===== config.mk =====
export PLATFORM = sky130hd
export DESIGN_NAME = spiDevice
export DESIGN_NICKNAME = d
export VERILOG_FILES = /design/src/common/spiPkg.sv /design/src/spiRegisters/configurationRegister.sv /design/src/spiRegisters/dataRegister.sv /design/src/spiEngine/spiClockGenerator.sv /design/src/spiEngine/shiftRegister.sv /design/src/spiDevice.sv
export SDC_FILE = /design/constraint.sdc
export NUM_CORES = 1
export LEC_CHECK = 0
export BUFFER_PORTS_ARGS = -buffer_cell sky130_fd_sc_hd__buf_4
export CAP_MARGIN = 40
export CORE_MARGIN = 1.5
export CORE_UTILIZATION = 45
export CTS_CLUSTER_DIAMETER = 50
export DETAILED_ROUTE_END_ITERATION = 8
export PLACE_DENSITY_LB_ADDON = 0.08
export SETUP_SLACK_MARGIN = 0.2
export SLEW_MARGIN = 10
export SYNTH_ARGS = -nofsm -noshare
export SYNTH_HDL_FRONTEND = slang
export SYNTH_HIERARCHICAL = 1
export SYNTH_SLANG_ARGS = --single-unit

===== constraint.sdc =====
create_clock -name clk -period 5.4 [get_ports clk]
set_input_delay 0.54 -clock clk [delete_from_list [all_inputs] [get_ports clk]]
set_output_delay 0.54 -clock clk [all_outputs]
set_load 0.005 [all_outputs]

===== src/common/spiPkg.sv =====
package spiPkg;

	// register map, local to the device
	localparam logic [11:0] configAddress = 12'h000;
	localparam logic [11:0] dataAddress = 12'h004;

	// enable off, chip select active low, msb first, mode 0, scale 4
	localparam logic [8:0] configDefault = 9'h064;

	localparam int dataWidth = 8;
	localparam int clockCounterWidth = 8;

	// transfer FSM encoding
	localparam logic [1:0] stateIdle = 2'd0;
	localparam logic [1:0] stateSetup = 2'd1;
	localparam logic [1:0] stateShift = 2'd2;
	localparam logic [1:0] stateEnd = 2'd3;

	// spiMode[1] is clock polarity, spiMode[0] picks the sample edge
	typedef struct packed {
		logic enable;
		logic activeHighCs;
		logic useCs;
		logic msbFirst;
		logic [1:0] spiMode;
		logic [2:0] clockScale;
	} spiConfigFields_t;

	// bus side sees the raw word, engine side the fields
	typedef union packed {
		logic [8:0] raw;
		spiConfigFields_t fields;
	} spiConfig_u;

	typedef struct packed {
		logic loadEnable;
		logic shiftInEnable;
		logic shiftOutEnable;
	} spiStrobes_t;

	// bus inputs after device decode
	typedef struct packed {
		logic we;
		logic oe;
		logic [3:0] byteSelect;
		logic [11:0] localAddress;
		logic [31:0] dataWrite;
	} busRequest_t;

endpackage


===== src/spiRegisters/configurationRegister.sv =====
`timescale 1ns/1ns

module configurationRegister
	import spiPkg::*;
(
	input logic clk,
	input logic rst,
	input logic enable,
	input busRequest_t request,
	output logic [31:0] dataRead,
	output logic requestOutput,
	output spiConfig_u configuration
);

	logic addressHit;
	logic writeHit;
	logic [31:0] currentWord;
	logic [31:0] mergedWord;

	assign addressHit = enable && (request.localAddress == configAddress);
	assign writeHit = addressHit && request.we;
	assign currentWord = 32'(configuration.raw);

	// only selected lanes replace the stored bytes
	always_comb begin
		mergedWord = currentWord;
		for (int lane = 0; lane < 4; lane++) begin
			if (request.byteSelect[lane]) begin
				mergedWord[lane*8 +: 8] = request.dataWrite[lane*8 +: 8];
			end
		end
	end

	always_ff @(posedge clk) begin
		if (rst) begin
			configuration.raw <= configDefault;
		end else if (writeHit) begin
			configuration.raw <= mergedWord[8:0];
		end
	end

	assign requestOutput = addressHit && request.oe;
	assign dataRead = requestOutput ? currentWord : 32'h0;

endmodule


===== src/spiRegisters/dataRegister.sv =====
`timescale 1ns/1ns

module dataRegister
	import spiPkg::*;
(
	input logic clk,
	input logic rst,
	input logic enable,
	input busRequest_t request,
	input logic [dataWidth-1:0] receivedData,
	output logic [31:0] dataRead,
	output logic requestOutput,
	output logic [dataWidth-1:0] writeData,
	output logic writeStrobe
);

	logic addressHit;
	logic writeHit;

	assign addressHit = enable && (request.localAddress == dataAddress);

	// a transfer needs the low byte, other lanes alone do nothing
	assign writeHit = addressHit && request.we && request.byteSelect[0];

	always_ff @(posedge clk) begin
		if (rst) begin
			writeStrobe <= 1'b0;
		end else begin
			writeStrobe <= writeHit;
		end
	end

	always_ff @(posedge clk) begin
		if (writeHit) begin
			writeData <= request.dataWrite[dataWidth-1:0];
		end
	end

	// read back whatever the shift register holds now
	assign requestOutput = addressHit && request.oe;
	assign dataRead = requestOutput ? 32'(receivedData) : 32'h0;

endmodule


===== src/spiEngine/spiClockGenerator.sv =====
`timescale 1ns/1ns

module spiClockGenerator
	import spiPkg::*;
(
	input logic clk,
	input logic rst,
	input logic start,
	input spiConfig_u configuration,
	output spiStrobes_t strobes,
	output logic busy,
	output logic spiClockLevel
);

	logic [1:0] state;
	logic [2:0] bitCounter;
	logic [clockCounterWidth-1:0] clockCounter;
	logic [clockCounterWidth-1:0] halfPeriodLast;
	logic [clockCounterWidth-1:0] fullPeriodLast;
	logic halfDone;
	logic fullDone;
	logic polarity;
	logic sampleMode;
	logic sampleLeading;
	logic spiRise;
	logic spiFall;
	logic sampleEdge;
	logic shiftEdge;

	assign polarity = configuration.fields.spiMode[1];
	assign sampleMode = configuration.fields.spiMode[0];

	// half period is 2^clockScale cycles
	assign halfPeriodLast = (clockCounterWidth'(1) << configuration.fields.clockScale) - 1'b1;
	assign fullPeriodLast = {halfPeriodLast[clockCounterWidth-2:0], 1'b1};
	assign halfDone = clockCounter == halfPeriodLast;
	assign fullDone = clockCounter == fullPeriodLast;

	always_ff @(posedge clk) begin
		if (rst) begin
			state <= stateIdle;
			bitCounter <= 3'd0;
			clockCounter <= '0;
			spiClockLevel <= 1'b0;
		end else begin
			case (state)
				stateIdle: begin
					bitCounter <= 3'd0;
					clockCounter <= '0;
					if (start) begin
						state <= stateSetup;
					end
				end
				stateSetup: begin
					if (halfDone) begin
						clockCounter <= '0;
						state <= stateShift;
					end else begin
						clockCounter <= clockCounter + 1'b1;
					end
				end
				stateShift: begin
					if (fullDone) begin
						clockCounter <= '0;
						spiClockLevel <= 1'b0;
						bitCounter <= bitCounter + 1'b1;
						if (bitCounter == 3'd7) begin
							state <= stateEnd;
						end
					end else begin
						clockCounter <= clockCounter + 1'b1;
						if (halfDone) begin
							spiClockLevel <= 1'b1;
						end
					end
				end
				default: begin
					// trailing half period, clock back at idle level
					if (halfDone) begin
						state <= stateIdle;
					end else begin
						clockCounter <= clockCounter + 1'b1;
					end
				end
			endcase
		end
	end

	// edges of the pin clock, leading edge at the half point
	assign spiRise = (state == stateShift) && (polarity ? fullDone : halfDone);
	assign spiFall = (state == stateShift) && (polarity ? halfDone : fullDone);
	assign sampleEdge = sampleMode ? spiFall : spiRise;
	assign shiftEdge = sampleMode ? spiRise : spiFall;
	assign sampleLeading = polarity == sampleMode;

	assign strobes.loadEnable = (state == stateIdle) && start;
	assign strobes.shiftInEnable = sampleEdge;

	// trailing-edge sampling: first leading shift is skipped, last one lands in the end state
	assign strobes.shiftOutEnable = (shiftEdge && !(halfDone && bitCounter == 3'd0)) ||
		(state == stateEnd && halfDone && !sampleLeading);

	assign busy = (state != stateIdle) || start;

endmodule


===== src/spiEngine/shiftRegister.sv =====
`timescale 1ns/1ns

module shiftRegister
	import spiPkg::*;
(
	input logic clk,
	input logic rst,
	input spiStrobes_t strobes,
	input logic msbFirst,
	input logic [dataWidth-1:0] parallelIn,
	input logic serialIn,
	output logic [dataWidth-1:0] parallelOut,
	output logic serialOut
);

	logic [dataWidth-1:0] shiftData;
	logic sampledBit;

	// sampled bit waits here until the next advance frees its slot
	always_ff @(posedge clk) begin
		if (strobes.shiftInEnable) begin
			sampledBit <= serialIn;
		end
	end

	always_ff @(posedge clk) begin
		if (rst) begin
			shiftData <= '0;
		end else if (strobes.loadEnable) begin
			shiftData <= parallelIn;
		end else if (strobes.shiftOutEnable) begin
			if (msbFirst) begin
				shiftData <= {shiftData[dataWidth-2:0], sampledBit};
			end else begin
				shiftData <= {sampledBit, shiftData[dataWidth-1:1]};
			end
		end
	end

	assign parallelOut = shiftData;

	// first bit on the line straight after load
	assign serialOut = msbFirst ? shiftData[dataWidth-1] : shiftData[0];

endmodule


===== src/spiDevice.sv =====
`timescale 1ns/1ns

module spiDevice
	import spiPkg::*;
#(
	parameter logic [3:0] deviceId = 4'h0
) (
	input logic clk,
	input logic rst,
	input logic peripheralEnable,
	input logic peripheralBus_we,
	input logic peripheralBus_oe,
	input logic [15:0] peripheralBus_address,
	input logic [3:0] peripheralBus_byteSelect,
	input logic [31:0] peripheralBus_dataWrite,
	output logic [31:0] peripheralBus_dataRead,
	output logic peripheralBus_busy,
	output logic requestOutput,
	output logic spi_en,
	output logic spi_clk,
	output logic spi_mosi,
	output logic spi_cs,
	input logic spi_miso
);

	logic deviceEnable;
	busRequest_t request;
	spiConfig_u configuration;
	spiStrobes_t strobes;
	logic [31:0] configRead;
	logic [31:0] dataReadValue;
	logic configRequest;
	logic dataRequest;
	logic [dataWidth-1:0] writeData;
	logic [dataWidth-1:0] receivedData;
	logic writeStrobe;
	logic busy;
	logic spiClockLevel;
	logic polarity;

	// upper nibble picks the device
	assign deviceEnable = peripheralEnable && (peripheralBus_address[15:12] == deviceId);

	assign request = '{
		we: peripheralBus_we,
		oe: peripheralBus_oe,
		byteSelect: peripheralBus_byteSelect,
		localAddress: peripheralBus_address[11:0],
		dataWrite: peripheralBus_dataWrite
	};

	configurationRegister configRegister_i (
		.clk(clk),
		.rst(rst),
		.enable(deviceEnable),
		.request(request),
		.dataRead(configRead),
		.requestOutput(configRequest),
		.configuration(configuration)
	);

	dataRegister dataRegister_i (
		.clk(clk),
		.rst(rst),
		.enable(deviceEnable),
		.request(request),
		.receivedData(receivedData),
		.dataRead(dataReadValue),
		.requestOutput(dataRequest),
		.writeData(writeData),
		.writeStrobe(writeStrobe)
	);

	spiClockGenerator clockGenerator_i (
		.clk(clk),
		.rst(rst),
		.start(writeStrobe),
		.configuration(configuration),
		.strobes(strobes),
		.busy(busy),
		.spiClockLevel(spiClockLevel)
	);

	shiftRegister shiftRegister_i (
		.clk(clk),
		.rst(rst),
		.strobes(strobes),
		.msbFirst(configuration.fields.msbFirst),
		.parallelIn(writeData),
		.serialIn(spi_miso),
		.parallelOut(receivedData),
		.serialOut(spi_mosi)
	);

	// config wins if both ever matched
	assign requestOutput = configRequest || dataRequest;
	assign peripheralBus_dataRead = configRequest ? configRead :
		dataRequest ? dataReadValue : 32'h0;
	assign peripheralBus_busy = busy;

	assign polarity = configuration.fields.spiMode[1];
	assign spi_clk = busy ? (polarity ^ spiClockLevel) : polarity;
	assign spi_cs = configuration.fields.useCs ?
		(configuration.fields.activeHighCs ? busy : !busy) : 1'b0;
	assign spi_en = configuration.fields.enable;

endmodule


== Word level (Yosys, flattened, before mapping) ==
Index checks and enable logic that the tools add are counted.

* Register bits after elaboration: 41
* Bits in latches: 0
* Bits in writable memories: 0
* ROM bits: 0
* Input bits: 58
* Output and inout bits: 38
* Word-level logic and storage cells: 90
* Memories kept: 0

* $add $sub $neg: 3
* $mul: 0
* Divide/modulo/power cells: 0
* Magnitude comparators: 0
* Equality and inequality tests: 13
* Shifts and indexed selects: 1
* Mux-type cells: 27
* Bitwise gates (word level): 1
* Reduce and logical (&&, ||, !) cells: 35

{| class="wikitable"
|+ Operators with widths
! cell !! number
|-
| 8-bit two-way mux || 7
|-
| 8-bit case mux with 3 select lines || 1
|-
| 8-bit == test || 2
|-
| 1-bit logical AND || 15
|-
| 12-bit by 3-bit == test with 1-bit output (second input constant) || 1
|-
| 12-bit logical NOT || 1
|-
| 1-bit two-way mux || 10
|-
| 2-bit two-way mux || 5
|-
| 9-bit two-way mux || 1
|-
| 8-bit by 1-bit adder with 8-bit output (second input constant) || 1
|-
| 2-bit AND reduction || 4
|-
| 2-bit nonzero test || 4
|-
| 1-bit by 3-bit left shift with 8-bit output (first input constant) || 1
|-
| 8-bit by 1-bit subtractor with 8-bit output (second input constant) || 1
|-
| 2-bit by 1-bit != test with 1-bit output (second input constant) || 3
|-
| 2-bit case mux with 3 select lines || 1
|-
| 3-bit case mux with 2 select lines || 1
|-
| 5-bit AND reduction || 1
|-
| 2-bit == test (second input constant) || 2
|-
| 4-bit logical NOT || 1
|-
| 4-bit != test (second input constant) || 1
|-
| 3-bit by 1-bit adder with 3-bit output (second input constant) || 1
|-
| 3-bit == test (second input constant) || 1
|-
| 1-bit logical NOT || 3
|-
| 9 further kinds || 11
|}

== Longest topological paths before layout ==
Gate-level depths: netlist (run 1).

* Depth in word-level cells: 10
* Mapped depth: 12
* Gate-level depth less buffers: 8

== Cells and area by module ==
The synthesis (run 1) kept the hierarchy.

{| class="wikitable"
|+ Modules (own cells, without submodules)
! module !! instances !! cells each !! area an instance (um^2) !! sequential area each (um^2)
|-
| spiClockGenerator || 1 || 163 || 1326.3 || 280.3
|-
| configurationRegister || 1 || 80 || 723.2 || 180.2
|-
| dataRegister || 1 || 53 || 588.1 || 260.2
|-
| shiftRegister || 1 || 47 || 523.0 || 190.2
|-
| spiDevice || 1 || 51 || 407.9 || 0.0
|}

== Worst setup path before layout (run 1) ==
OpenSTA, ideal clock, no wires.

* Path kind: in2out
* From: input port peripheralBus_address[13]
* To: output port peripheralBus_dataRead[0]
* Arrival: 2360 ps
* Required time: 4860 ps
* Path slack: 2500 ps
* Stages on the path: 8
* Buffers on the path: 2
* Cell sequence: nor4_1 -> and2_1 -> or4b_4 -> nor4_4 -> buf_6 -> nor2b_4 -> buf_6 -> a22o_1

* Elaborated cells on any way between the ends: 8
* Classes of those cells: mux (2); reduce/logical (6)

{| class="wikitable"
|+ RTL lines
! item !! RTL line !! source
|-
| start, declared || spiDevice.sv:13 || <nowiki>input logic [15:0] peripheralBus_address,</nowiki>
|-
| 4-bit logical NOT || spiDevice.sv:42 || <nowiki>assign deviceEnable = peripheralEnable && (peripheralBus_address[15:12] == deviceId);</nowiki>
|-
| 1-bit logical AND || spiDevice.sv:42 ||
|-
| net deviceEnable || spiDevice.sv:26 || <nowiki>logic deviceEnable;</nowiki>
|-
| 1-bit logical AND || configurationRegister.sv:20 || <nowiki>assign addressHit = enable && (request.localAddress == configAddress);</nowiki>
|-
| 1-bit logical AND || configurationRegister.sv:42 || <nowiki>assign requestOutput = addressHit && request.oe;</nowiki>
|-
| net configRequest || spiDevice.sv:32 || <nowiki>logic configRequest;</nowiki>
|-
| 9-bit two-way mux || spiDevice.sv:97 || <nowiki>assign peripheralBus_dataRead = configRequest ? configRead :</nowiki>
|-
| end, declared || spiDevice.sv:16 || <nowiki>output logic [31:0] peripheralBus_dataRead,</nowiki>
|}

The timed path passes the listed nets, and every way through them passes these cells.

== Worst setup path in the final report (run 1) ==
* From: input port peripheralBus_address[13]
* To: output port peripheralBus_dataRead[5]

Same word-level chain as after synthesis.

==> impl_metrics.toml, run 1 <==
[run]
drv_cap = 0

[route]
drt_iter0_markers = 167
drc_errors = 0
vias_per_cell = 5.23
wire_per_inst_um = 14.1
ant_nets = 0
vias = 2746
drtPass1Iterations = 4
drt_wl_total_um = 7390

[placement]
gp_congestion = 0.764
io_buffers = 47
dpl-instance-area_um2 = 3700
place_hpwl_um = 5330
pre_cts_ws_ns = 1.89

[cts]
clockBufferDepth = 2
cts_hold_buf = 0
clk_pin_slew_ns = 0.09
cts_sinks = 41
cts_made_buffers = 5
cts_resized = 0
clkLatencyLatePin_ns = 0.30
h-tree-depth = 2
cts_setup_buffers = 0
cts_tree = "yes"
clock-root-buffer = "clkbuf_8"

[synthesis]
synth_edf_count = 9
muxShareOfSynthArea_pct = 5.36
synth_fa_ha_area_share_pct = 3.16
synth_common_cells = "50 x buf_4, 32 x dfxtp_1, 31 x a22o_1"
ys.flop_type = "dfxtp_1"
yosysTopAreaCell = "dfxtp_1"
ys_ff_latch = 41
syn_area_um2 = 3570
synth_top_area_share_pct = 18.0
synth-seq-area-share_pct = 25.5
syn_area_per_cell_um2 = 9.06
synth-async-reset-ratio_pct = 0
synthTopCellsByArea = "dfxtp_1 18%, buf_4 11%, a22o_1 7.6%"
synth_top_family_by_area = "simple AND/OR/NAND/NOR gates"
ys_warn_count = 6
synth-xor-area-share_pct = 2.21
synth_cell_types = 81
synthMostInstantiatedCell = "buf_4"
synth_compound_area_share_pct = 22.3
synthCells = 394
yosys.area_share.simple_pct = 25.3

[timing]
slew_headroom_pct = 45.6
hold_viol = 0
fin_setup_tns_ns = 0
setup_violations = 0
worst_slack_ns = 1.91
rsz0062_at_grt = "false"
period_share_pct = 64.6
skew_ns = 0.00822
tightest_slew_ns = 0.810
fmax_ghz = 0.287
slew_violations = 0
fin_crit_ns = 3.49

[setup_path]
r2r_slack_ns = 2.20
path_class = "primary input to output pin"
reg2reg_to = "shiftRegister_i/parallelOut[5]$_SDFFE_PP0P_"
worstSetupStartpointType = "primary input"
end_kind = "output pin"
arrival_ns = 2.95
r2r_cells = 9
r2r-start = "configRegister_i/configuration[2]$_SDFFE_PP1P_"
required_ns = 4.86
critPathMaxFanout = 38

[power]
vdd_ir_drop_max_mv = 0.145
power_density_nw_per_um2 = 184
p_leak_nw = 1.49

[finish]
postLayoutCoreUtil_pct = 49.3
nets = 489
diodes = 0
drive_gt1_share_pct = 21.7
stdcell_area_um2 = 3790
fillerInstances = 758
syn_to_final_growth_pct = 6.14

[global_route]
grt_overflow_total = 0
grt_pass1_vias = 2405
grt_start_max_net_pins = 44
antenna_found_initial = 0
grt_pass1_wl_um = 12000
grt.total_usage_pct = 17.5

[worst_hold_path]
hold_depth = 1
min_to = "dataRegister_i/writeData[0]$_DFFE_PP_"
hp-start = "peripheralBus_dataWrite[0]"
hold_path_class = "primary input to flip-flop"

[die]
io_pins = 96
core_um2 = 7690
fp.dieW_um = 92.1
die_h_um = 92.1
rows = 32
start_util_pct = 46.4
die_area_um2 = 8470

[run_status]
status = "finished clean"
-- stage by stage --
step,hold slack [ns],std cells,total power [mW]
5_1_grt,0.407,525,0.742
4_1_cts,0.416,525,0.705
3_5_place_dp,0.475,517,0.502
3_3_place_gp,0.460,517,0.501
6_report,0.423,525,0.697
2_1_floorplan,0.443,439,0.471
-- final cells by class --
type / instances / area [um^2] / share of cell area [%]
Sequential cell: 41 / 911 / 24.1
Clock inverter: 3 / 17.5 / 0.463
Multi-Input combinational cell: 315 / 2260 / 59.6
Clock buffer: 5 / 68.8 / 1.82
Inverter: 10 / 37.5 / 0.991
Tap cell: 102 / 128 / 3.37
Timing Repair Buffer: 49 / 368 / 9.71
-- cells by family (layout without fill, tap and decap cells) --
| kind of cell | after synthesis | after routing |
|---|---|---|
| and+or+nand+nor | 137 | 137 |
| xor gates and xnor gates | 9 | 9 |
| other | 2 | 47 |
| adders and majority gates | 9 | 9 |
| muxes | 19 | 19 |
| AOI/OAI and AO/OA | 94 | 94 |
| DFF | 41 | 41 |
| buffers and inverters | 83 | 67 |
-- registers in the layout, indices dropped and copies added, names as in the netlist, 2 cells and up --
name / cells
clockGenerator_i/state: 2
clockGenerator_i/clockCounter: 8
shiftRegister_i/parallelOut: 8
configRegister_i/configuration: 9
clockGenerator_i/bitCounter: 3
dataRegister_i/writeData: 8
-- cells in the final DEF (no fill, tap or decap), types with 10 or more instances in the layout --
| cell type | count |
|---|---|
| buf_4 | 49 |
| conb_1 | 47 |
| dfxtp_1 | 32 |
| a22o_1 | 31 |
| nor2_1 | 22 |
| nand2_1 | 21 |
| mux2i_1 | 18 |
| and2_1 | 13 |
| o21ai_0 | 12 |
| nand2b_1 | 12 |
| inv_1 | 10 |
-- worst max-delay path by stage --
stage	start	to	slack, ns	cells after the start
after CTS	peripheralBus_address[13]	peripheralBus_dataRead[5]	1.89	9
final	peripheralBus_address[13]	peripheralBus_dataRead[5]	1.91	9
after global placement	peripheralBus_address[13]	peripheralBus_dataRead[2]	1.90	9
after floorplan	peripheralBus_address[13]	peripheralBus_dataRead[0]	2.50	8
after detailed placement	peripheralBus_address[13]	peripheralBus_dataRead[5]	1.89	9
after global routing	peripheralBus_address[13]	peripheralBus_dataRead[1]	1.67	9
-- per-layer routing --
layer	routed length (um)	GRT usage (%)	up-vias
li1	-	-	1421
met5	0	0	-
met1	3620	24.6	1237
met2	3240	27.0	84
met3	480	3.48	4
met4	56	4.74	0
-- power by group --
part / switching [mW] / internal, mW
Combinational: 0.0946 / 0.0690
Clock: 0.112 / 0.0893
Sequential: 0.0130 / 0.319
Total: 0.220 / 0.477
-- critical path, stage by stage --
cell,delay [ns]
buf_4,0.10
nor4_1,0.23
and2_1,0.17
or4b_4,0.51
nor4_4,0.52
buf_4,0.43
and2_1,0.18
a22o_1,0.15
buf_4,0.11
No activity file was read; power rests on OpenSTA's default activity.
==> run 2, diff against run 1 <==
- clock period: 5.4 -> 3.6 ns (I/O delays scaled with it)
==> impl_metrics.toml, run 2 (same netlist as run 1, synthesis figures left out) <==
[timing]
fin_crit_ns = 3.07
slew_violations = 0
rsz0062_at_grt = "false"
worst_slack_ns = 0.531
fmax_ghz = 0.326
skew_ns = 0.00941
tightest_slew_ns = 0.815
setup_violations = 0
period_share_pct = 85.2
hold_viol = 0
slew_headroom_pct = 45.5
fin_setup_tns_ns = 0

[die]
core_um2 = 7690
die_h_um = 92.1
start_util_pct = 46.4
rows = 32
fp.dieW_um = 92.1
io_pins = 96
die_area_um2 = 8470

[power]
p_sw_mw = 0.325
p_seq_share_pct = 47.5
clock_power_share_pct = 28.3
p_comb_share_pct = 24.3
swShare_pct = 31.1
vdd_ir_drop_max_mv = 0.173
p_leak_nw = 1.53
intPower_mw = 0.722
power_density_nw_per_um2 = 273

[placement]
pre_cts_ws_ns = 0.397
io_buffers = 47
gp_congestion = 0.761
place_hpwl_um = 5480
dpl-instance-area_um2 = 3750

[cts]
clkLatencyLatePin_ns = 0.29
cts_hold_buf = 0
cts_tree = "yes"
cts_resized = 0
clock-root-buffer = "clkbuf_8"
cts_sinks = 41
cts_setup_buffers = 0
clk_pin_slew_ns = 0.09
clockBufferDepth = 2
cts_made_buffers = 5
h-tree-depth = 2

[route]
drt_wl_total_um = 7280
ant_nets = 0
drt_iter0_markers = 108
wire_per_inst_um = 13.7
vias_per_cell = 5.23
drc_errors = 0
drtPass1Iterations = 4
vias = 2783

[worst_hold_path]
hp-start = "peripheralBus_dataWrite[1]"
hold_depth = 1
hold_path_class = "primary input to flip-flop"
min_to = "dataRegister_i/writeData[1]$_DFFE_PP_"

[finish]
layout_commonest_cell = "buf_4"
regMostFlops = "configRegister_i/configuration"
layout_common_cells = "56 x buf_4, 47 x conb_1, 31 x a22o_1, 31 x dfxtp_1, 22 x nor2_1"
largest_register_ffs = 9
nets = 496
diodes = 0
stdcell_area_um2 = 3840
fillerInstances = 769
drive_gt1_share_pct = 23.3
syn_to_final_growth_pct = 7.64

[setup_path]
crit_slowest_cell = "or3b_1"
path_class = "flip-flop to flip-flop"
end_kind = "flip-flop"
slowest_delay_ns = 0.57
cp.buffers_inverters = 1
arrival_ns = 3.29
critPathMaxFanout = 12
critPathLaunch = "configRegister_i/configuration[1]$_SDFFE_PP0P_"
cp_cell_sequence = "buf_4 > nor3_2 > o21bai_1 > a2111oi_4 > and3_1 > nand2_1 > o21ai_0 > or3b_1 > o211ai_2"
reg2reg_to = "shiftRegister_i/parallelOut[6]$_SDFFE_PP0P_"
r2r_slack_ns = 0.53
required_ns = 3.82
r2r_cells = 9
worstSetupStartpointType = "flip-flop"
r2r-start = "configRegister_i/configuration[1]$_SDFFE_PP0P_"
crit_family = "compound AO/OA/AOI/OAI gates"

[global_route]
grt_overflow_total = 0
grt.total_usage_pct = 17.5
grt_pass1_wl_um = 12300
grt_pass1_vias = 2587
grt_start_max_net_pins = 44
antenna_found_initial = 0

[run_status]
status = "finished clean"

[run]
drv_cap = 0
run 2: how the worst max path moves through the flow:
stage | end | slack, ns | cells past startpoint
finish | shiftRegister_i/parallelOut[6]$_SDFFE_PP0P_ | 0.53 | 9
global placement | shiftRegister_i/parallelOut[2]$_SDFFE_PP0P_ | 0.43 | 8
CTS | shiftRegister_i/parallelOut[4]$_SDFFE_PP0P_ | 0.38 | 8
global route | shiftRegister_i/parallelOut[4]$_SDFFE_PP0P_ | 0.31 | 9
floorplan | shiftRegister_i/parallelOut[6]$_SDFFE_PP0P_ | 0.85 | 11
detailed placement | shiftRegister_i/parallelOut[7]$_SDFFE_PP0P_ | 0.40 | 8
run 2: routing by layer:
| layer | global-route usage (%) | wire length, um |
|---|---|---|
| met1 | 24.3 | 3620 |
| met2 | 27.2 | 3180 |
| met3 | 4.39 | 406 |
| met4 | 4.23 | 75 |
| met5 | 0 | 0 |
run 2: cell type report:
class                           count  area [um^2]  share of cell area (%)
Multi-Input combinational cell    315         2260                    58.8
Clock inverter                      3         17.5                   0.456
Timing Repair Buffer               56          420                    10.9
Clock buffer                        5         68.8                    1.79
Inverter                           10         37.5                   0.977
Sequential cell                    41          912                    23.7
Tap cell                          102          128                    3.32
run 2: per-stage QoR:
| step | std cells | hold slack (ns) | utilization [%] | total power, mW |
|---|---|---|---|---|
| 2_1_floorplan | 439 | 0.429 | - | 0.706 |
| 3_3_place_gp | 524 | 0.463 | 48.8 | 0.758 |
| 3_5_place_dp | 524 | 0.466 | 48.8 | 0.762 |
| 4_1_cts | 532 | 0.237 | 50.0 | 1.06 |
| 5_1_grt | 532 | 0.233 | 50.0 | 1.11 |
| 6_report | 532 | 0.248 | 50.0 | 1.05 |
run 2: power by group through the flow:
stage | sequential (mW) | clock, mW | combinational (mW)
floorplan | 0.496 | 0 | 0.210
global placement | 0.508 | 0 | 0.250
detailed placement | 0.508 | 0 | 0.255
CTS | 0.497 | 0.306 | 0.255
global route | 0.499 | 0.329 | 0.286
finish | 0.497 | 0.296 | 0.254
